==> config.mk <==
export PLATFORM = sky130hd
export DESIGN_NAME = solver
export DESIGN_NICKNAME = d
export VERILOG_FILES = /design/src/common/solver_pkg.sv /design/src/design/solver.sv /design/src/design/solver_ctrl.sv /design/src/permute/permute_search.sv /design/src/search/digit_search.sv
export VERILOG_INCLUDE_DIRS = /design/src /design/src/common
export SDC_FILE = /design/constraint.sdc
export NUM_CORES = 1
export LEC_CHECK = 0
export ABC_AREA = 1
export BUFFER_PORTS_ARGS = -buffer_cell sky130_fd_sc_hd__buf_4
export CORE_ASPECT_RATIO = 0.9
export CORE_MARGIN = 2
export CORE_UTILIZATION = 37
export CTS_BUF_LIST = sky130_fd_sc_hd__clkbuf_8 sky130_fd_sc_hd__clkbuf_16
export DETAILED_ROUTE_END_ITERATION = 8
export SLEW_MARGIN = 25
export SYNTH_ARGS = -nofsm -noshare
export SYNTH_HDL_FRONTEND = slang
export SYNTH_HIERARCHICAL = 1
export SYNTH_SLANG_ARGS = --single-unit
==> constraint.sdc <==
create_clock -name clk -period 9.2 [get_ports clk]
set_input_delay 1.84 -clock clk [delete_from_list [all_inputs] [get_ports clk]]
set_output_delay 1.84 -clock clk [all_outputs]
set_load 0.05 [all_outputs]
==> src/common/solver_consts.svh <==
`ifndef SOLVER_CONSTS_SVH
`define SOLVER_CONSTS_SVH

// digits in one question
`define SOLVER_NUM_DIGITS 4

// legal digit values run from 0 to 9
`define SOLVER_RADIX 10

// the opening question 0123
`define SOLVER_INITIAL_QUESTION 16'h0123

// orderings of four distinct digits
`define SOLVER_NUM_ORDERS 24

`endif

==> src/common/solver_pkg.sv <==
`default_nettype none

`include "solver_consts.svh"

package solver_pkg;

  typedef logic [3:0] digit_t;

  // position 3 sits in the most significant nibble
  typedef logic [`SOLVER_NUM_DIGITS*4-1:0] question_t;

  typedef logic [2:0] count_t;

  typedef logic [`SOLVER_RADIX-1:0] digit_mask_t;

  typedef logic [4:0] order_idx_t;

  typedef logic [1:0] pos_t;

  typedef enum logic [1:0] {
    PH_FIRST,
    PH_DIGITS,
    PH_ORDER,
    PH_SOLVED
  } phase_t;

endpackage

`default_nettype wire

==> src/design/solver.sv <==
`timescale 1ns/1ns
`default_nettype none

module solver (
  input  wire logic               clk,
  input  wire logic               reset,
  input  wire logic               reply_valid,
  input  wire logic               reply_ready,
  input  wire logic               correct,
  input  wire solver_pkg::count_t strike,
  input  wire solver_pkg::count_t ball,
  output solver_pkg::question_t   question,
  output logic                    ask_valid,
  output logic                    ask_ready
);

  import solver_pkg::*;

  logic      reply_strobe;
  logic      order_step;
  logic      digits_found;
  phase_t    phase;
  question_t digit_question;
  question_t order_question;
  question_t found_digits;

  solver_ctrl i_ctrl (
    .clk            (clk),
    .reset          (reset),
    .reply_valid    (reply_valid),
    .reply_ready    (reply_ready),
    .correct        (correct),
    .digits_found   (digits_found),
    .digit_question (digit_question),
    .order_question (order_question),
    .reply_strobe   (reply_strobe),
    .order_step     (order_step),
    .question       (question),
    .ask_valid      (ask_valid),
    .ask_ready      (ask_ready),
    .phase          (phase)
  );

  digit_search i_digit_search (
    .clk            (clk),
    .reset          (reset),
    .reply_strobe   (reply_strobe),
    .strike         (strike),
    .ball           (ball),
    .phase          (phase),
    .digit_question (digit_question),
    .found_digits   (found_digits),
    .digits_found   (digits_found)
  );

  permute_search i_permute_search (
    .clk            (clk),
    .reset          (reset),
    .found_digits   (found_digits),
    .order_step     (order_step),
    .phase          (phase),
    .order_question (order_question)
  );

endmodule

`default_nettype wire

==> src/design/solver_ctrl.sv <==
`timescale 1ns/1ns
`default_nettype none

`include "solver_consts.svh"

module solver_ctrl (
  input  wire logic                  clk,
  input  wire logic                  reset,
  input  wire logic                  reply_valid,
  input  wire logic                  reply_ready,
  input  wire logic                  correct,
  input  wire logic                  digits_found,
  input  wire solver_pkg::question_t digit_question,
  input  wire solver_pkg::question_t order_question,
  output logic                       reply_strobe,
  output logic                       order_step,
  output solver_pkg::question_t      question,
  output logic                       ask_valid,
  output logic                       ask_ready,
  output solver_pkg::phase_t         phase
);

  import solver_pkg::*;

  // set while a new question still has to be put out
  logic      need_ask;
  question_t next_question;

  // a reply only counts while the question has been acknowledged
  assign reply_strobe = reply_valid && ask_ready && !correct;
  assign order_step   = reply_strobe && (phase == PH_ORDER);

  always_comb begin
    if (phase == PH_FIRST) begin
      next_question = `SOLVER_INITIAL_QUESTION;
    end else if (digits_found) begin
      next_question = order_question;
    end else begin
      next_question = digit_question;
    end
  end

  always_ff @(posedge clk) begin
    if (need_ask) begin
      question <= next_question;
    end
  end

  always_ff @(posedge clk) begin
    if (!reset) begin
      phase     <= PH_FIRST;
      need_ask  <= 1'b1;
      ask_valid <= 1'b0;
      ask_ready <= 1'b1;
    end else begin
      if (need_ask) begin
        need_ask  <= 1'b0;
        ask_valid <= 1'b1;
        ask_ready <= 1'b0;
        // the first question built from the ordering table starts the order phase
        if (digits_found) begin
          phase <= PH_ORDER;
        end
      end

      // grader has taken the question and is about to answer
      if (ask_valid && reply_ready && !reply_valid) begin
        ask_valid <= 1'b0;
        ask_ready <= 1'b1;
      end

      if (reply_valid && ask_ready) begin
        if (correct) begin
          phase <= PH_SOLVED;
        end else begin
          need_ask <= 1'b1;
          if (phase == PH_FIRST) begin
            phase <= PH_DIGITS;
          end
        end
      end
    end
  end

endmodule

`default_nettype wire

==> src/permute/permute_search.sv <==
`timescale 1ns/1ns
`default_nettype none

`include "solver_consts.svh"

module permute_search (
  input  wire logic                  clk,
  input  wire logic                  reset,
  input  wire solver_pkg::question_t found_digits,
  input  wire logic                  order_step,
  input  wire solver_pkg::phase_t    phase,
  output solver_pkg::question_t      order_question
);

  import solver_pkg::*;

  order_idx_t order_idx;

  // the source position for each output position is packed as {p3, p2, p1, p0}
  logic [7:0] order_sel;

  always_comb begin
    case (order_idx)
      5'd0:    order_sel = 8'b11_10_01_00;
      5'd1:    order_sel = 8'b11_10_00_01;
      5'd2:    order_sel = 8'b11_01_10_00;
      5'd3:    order_sel = 8'b11_01_00_10;
      5'd4:    order_sel = 8'b11_00_10_01;
      5'd5:    order_sel = 8'b11_00_01_10;
      5'd6:    order_sel = 8'b10_11_01_00;
      5'd7:    order_sel = 8'b10_11_00_01;
      5'd8:    order_sel = 8'b10_01_11_00;
      5'd9:    order_sel = 8'b10_01_00_11;
      5'd10:   order_sel = 8'b10_00_11_01;
      5'd11:   order_sel = 8'b10_00_01_11;
      5'd12:   order_sel = 8'b01_11_10_00;
      5'd13:   order_sel = 8'b01_11_00_10;
      5'd14:   order_sel = 8'b01_10_11_00;
      5'd15:   order_sel = 8'b01_10_00_11;
      5'd16:   order_sel = 8'b01_00_11_10;
      5'd17:   order_sel = 8'b01_00_10_11;
      5'd18:   order_sel = 8'b00_11_10_01;
      5'd19:   order_sel = 8'b00_11_01_10;
      5'd20:   order_sel = 8'b00_10_11_01;
      5'd21:   order_sel = 8'b00_10_01_11;
      5'd22:   order_sel = 8'b00_01_11_10;
      default: order_sel = 8'b00_01_10_11;
    endcase
  end

  always_comb begin
    for (int i = 0; i < `SOLVER_NUM_DIGITS; i++) begin
      order_question[4*i +: 4] = found_digits[4*order_sel[2*i +: 2] +: 4];
    end
  end

  // index 0 is the found guess itself and has already been asked
  always_ff @(posedge clk) begin
    if (!reset) begin
      order_idx <= 5'd1;
    end else if (phase != PH_ORDER) begin
      order_idx <= 5'd1;
    end else if (order_step && (order_idx < order_idx_t'(`SOLVER_NUM_ORDERS - 1))) begin
      order_idx <= order_idx + 5'd1;
    end
  end

endmodule

`default_nettype wire

==> src/search/digit_search.sv <==
`timescale 1ns/1ns
`default_nettype none

`include "solver_consts.svh"

module digit_search (
  input  wire logic               clk,
  input  wire logic               reset,
  input  wire logic               reply_strobe,
  input  wire solver_pkg::count_t strike,
  input  wire solver_pkg::count_t ball,
  input  wire solver_pkg::phase_t phase,
  output solver_pkg::question_t   digit_question,
  output solver_pkg::question_t   found_digits,
  output logic                    digits_found
);

  import solver_pkg::*;

  question_t   ref_guess;
  count_t      ref_sum;
  count_t      sum;
  pos_t        pos;
  digit_t      last_try;
  digit_t      try_floor;
  digit_t      old_digit;
  digit_t      cand;
  digit_mask_t excl;
  digit_mask_t free;
  logic        has_more;

  assign sum          = strike + ball;
  assign found_digits = ref_guess;
  assign old_digit    = ref_guess[4*pos +: 4];

  // all ones in last_try means nothing was tried yet, so the floor wraps to zero
  assign try_floor = last_try + 4'd1;

  // digits still worth trying are neither excluded nor already in the reference guess
  always_comb begin
    for (int d = 0; d < `SOLVER_RADIX; d++) begin
      free[d] = !excl[d];
      for (int i = 0; i < `SOLVER_NUM_DIGITS; i++) begin
        if (ref_guess[4*i +: 4] == digit_t'(d)) begin
          free[d] = 1'b0;
        end
      end
    end
  end

  always_comb begin
    cand = '0;
    for (int d = `SOLVER_RADIX - 1; d >= 0; d--) begin
      if (free[d] && (digit_t'(d) >= try_floor)) begin
        cand = digit_t'(d);
      end
    end
    has_more = 1'b0;
    for (int d = 0; d < `SOLVER_RADIX; d++) begin
      if (free[d] && (digit_t'(d) > cand)) begin
        has_more = 1'b1;
      end
    end
  end

  always_comb begin
    digit_question = ref_guess;
    digit_question[4*pos +: 4] = cand;
  end

  // a rising sum also covers the sum of four, so the found guess lands here too
  always_ff @(posedge clk) begin
    if (reply_strobe) begin
      if (phase == PH_FIRST) begin
        ref_guess <= `SOLVER_INITIAL_QUESTION;
        ref_sum   <= sum;
      end else if ((phase == PH_DIGITS) && (sum > ref_sum)) begin
        ref_guess <= digit_question;
        ref_sum   <= sum;
      end
    end
  end

  always_ff @(posedge clk) begin
    if (!reset) begin
      pos          <= 2'd3;
      last_try     <= 4'hf;
      excl         <= '0;
      digits_found <= 1'b0;
    end else if (reply_strobe) begin
      if (phase == PH_FIRST) begin
        if (sum == count_t'(`SOLVER_NUM_DIGITS)) begin
          digits_found <= 1'b1;
        end
      end else if (phase == PH_DIGITS) begin
        if (sum == count_t'(`SOLVER_NUM_DIGITS)) begin
          digits_found <= 1'b1;
        end else if (sum > ref_sum) begin
          // the displaced digit is not in the secret
          excl[old_digit] <= 1'b1;
          pos             <= pos - 2'd1;
          last_try        <= 4'hf;
        end else begin
          if (sum < ref_sum) begin
            excl[cand] <= 1'b1;
          end
          if (has_more) begin
            last_try <= cand;
          end else begin
            pos      <= pos - 2'd1;
            last_try <= 4'hf;
          end
        end
      end
    end
  end

endmodule

`default_nettype wire

==> impl_metrics.toml <==
[cells_and_area]
nets = 836
area_growth_pct = 11.27
n_fill_cell = 1561
num_antenna_cells = 0
drive_above_1_share_pct = 16.15

[clocking]
cts_setup_buffers = 0
htreeDepth = 3
cts.repair.resized = 0
ctsHoldBuffers = 0
clk_pin_slew_ns = 0.05
cts_tree = "done"
cts_root_buffer = "clkbuf_16"
numCtsBuffers = 9
cts.sinks = 70
clockBufferDepth = 2
clock_latency_ns = 0.34

[setup_path]
cp-start-kind = "input port"
end_kind = "register"
crit_family = "adder cells"
critPathBufInv = 4
cp_max_fo = 7
crit_chain = "buf_4 > ha_1 > fa_1 > xor2_1 > inv_1 > ha_1 > a31oi_1 > nand2_1 > nand2_1 > inv_1 > nor2_2 > inv_1 > o22ai_1 > nand2_1 > a21oi_1"
max_stage_delay_ns = 0.38
critPathKind = "input port to register"
crit_path_top_delay_cell = "fa_1"
worstPathRequired_ns = 9.46
cp.arrival_ns = 4.45

[sta]
rsz0062_at_grt = "false"
max_freq_mhz = 239.0
min_period_ns = 4.185
slew_headroom_pct = 36.50
drv_slew = 0
hold_slack_ns = 0.4636
setup_viol = 0
hold_viol = 0
worst_pin_slew_ns = 0.9512
finalSetupTns_ns = 0
finalCritPeriodShare_pct = 45.49
worst_clock_skew_ns = 0.005146

[floorplanning]
io_pins = 29
fp.dieH_um = 119.7
core_mm2 = 0.01461
initial_core_util_pct = 37.68
fp-row-count = 42
die_w_um = 132.6
dieArea_mm2 = 0.01587

[yosys]
ys_seq_area_share_pct = 31.82
async_reset_ff_share_pct = 0
ys_types = 51
synth_top_flop_cell = "edfxtp_1"
yosys_register_bits = 70
synth_area_mm2 = 0.005505
synth_most_common_cell = "nand2_1"
synthTopCellsByArea = "edfxtp_1, dfxtp_1, nand2_1"
syn-instance-count = 781
yosys.area.top_type_share_pct = 19.09
synth_edf_count = 35
yosysWarnings = 6
synth_common_cells = "nand2_1, inv_1, nor2_1"
syn_area_per_cell_um2 = 7.049
synth_largest_area_cell = "edfxtp_1"
syn-num-nets = 817

[hold_path]
worstHoldPathType = "register to register"

[grt]
grt-ovfl-total = 0
grtUsageTotal_pct = 18.75
grt_pass1_vias = 4374
antenna_found_initial = 0
grt_pass1_wl_um = 23320
grt_max_degree = 20

[placement]
portBuffers = 28
dp_hpwl_um = 11020
place_congestion = 0.9198

[route]
drt_iter0_drc = 506
drt-vias-per-instance = 5.165
detail-route-antenna-nets = 0
drt-total-wl_um = 14930
num_vias = 5180
first_pass_iters = 5
drc = 0
wl_per_cell_um = 14.89

[power_and_ir_drop]
total_power_uw = 936.9
ir_drop_mv = 0.08857
power_density_mw_per_mm2 = 152.9
leakage_uw = 0.002789

[status]
outcome = "complete, no violations"

[run]
drv_cap = 0
cells by family after synthesis:
kind of cell	Yosys count	synth area share (%)
buffers and inverters	143	11.43
DFF	70	31.82
AOI/OAI and AO/OA	144	16.07
and+or+nand+nor	393	33.64
xor gates and xnor gates	6	1.228
adders and majority gates	25	5.818
through the flow:
stage	cell area (um^2)	worst slack [ns]	cells	util, %
4_1_cts	6116	4.747	1003	41.86
3_5_place_dp	5807	4.386	987	39.75
2_1_floorplan	5505	4.543	781	-
6_report	6126	5.015	1003	41.93
5_1_grt	6126	4.814	1003	41.93
3_3_place_gp	5807	4.422	987	39.75
final timing paths:
kind                                                  from                             endpoint  slack (ns)  cells past startpoint
max                                              strike[0]  i_digit_search/excl[1]$_SDFFE_PN0P_        5.02                     15
min                    i_digit_search/excl[2]$_SDFFE_PN0P_  i_digit_search/excl[2]$_SDFFE_PN0P_        0.46                      2
max reg2reg  i_digit_search/found_digits[11]$_SDFFCE_PP0P_    i_ctrl/question[12]$_SDFFCE_PN0P_        6.11                     16
min reg2reg            i_digit_search/excl[2]$_SDFFE_PN0P_  i_digit_search/excl[2]$_SDFFE_PN0P_        0.46                      2
power breakdown:
group / internal, uW / switching, uW / total, uW
registers: 346 / 23.1 / 369
logic: 65.7 / 145 / 211
clock network: 225 / 132 / 357
layout make-up:
class / instances / area (um^2) / share of cell area [%]
clock buffers: 10 / 250.2 / 4.085
clock inverters: 6 / 58.81 / 0.9600
inverters: 123 / 469.2 / 7.659
multi-input cells: 568 / 3138 / 51.23
flip-flops and latches: 70 / 1752 / 28.59
well taps: 198 / 247.7 / 4.044
repair buffers: 28 / 210.2 / 3.431
cells in the final DEF, fill, tap and decap left out, types with 4 or more instances in the layout:
| master | n |
|---|---|
| nand2_1 | 166 |
| inv_1 | 110 |
| nor2_1 | 89 |
| nand3_1 | 49 |
| a21oi_1 | 37 |
| o21ai_0 | 37 |
| dfxtp_1 | 35 |
| edfxtp_1 | 35 |
| o22ai_1 | 34 |
| buf_4 | 28 |
| ha_1 | 24 |
| nand2_2 | 23 |
| nand4_1 | 15 |
| clkbuf_16 | 10 |
| inv_2 | 10 |
| nor3_1 | 10 |
| nor2_2 | 10 |
| a21oi_2 | 9 |
| or2_2 | 7 |
| o211ai_1 | 6 |
| nand3_2 | 5 |
| nand2_4 | 5 |
| o21ai_1 | 4 |
| a21oi_4 | 4 |
state kept, by name, indices dropped and copies added (netlist names), 3 cells and up:
register	flops
i_permute_search/order_sel	8
i_ctrl/question	16
i_digit_search/ref_sum	3
i_permute_search/order_idx	5
i_digit_search/found_digits	16
i_digit_search/last_try	4
i_digit_search/excl	10
worst reg2reg max path: stages (launching register included):
cell and delay [ns]:
edfxtp_1 0.71, nor2_1 0.16, a31oi_1 0.19, nand4_1 0.18
nor2_2 0.26, inv_1 0.08, nand2_2 0.10, nand2_2 0.08
nand2_2 0.09, nand2_1 0.20, nor2_1 0.19, inv_1 0.06
nor2_1 0.18, a22oi_1 0.13, inv_1 0.08, nand2_1 0.05
a21oi_1 0.17
metal layers:
| layer | wire (um) | up-vias | GRT usage, % |
|---|---|---|---|
| li1 | - | 2613 | - |
| met1 | 7299 | 2335 | 28.23 |
| met2 | 6091 | 214 | 26.68 |
| met3 | 1302 | 18 | 4.267 |
| met4 | 240 | 0 | 5.040 |
| met5 | 0 | - | 0 |
No activity file was read; power rests on OpenSTA's default activity.
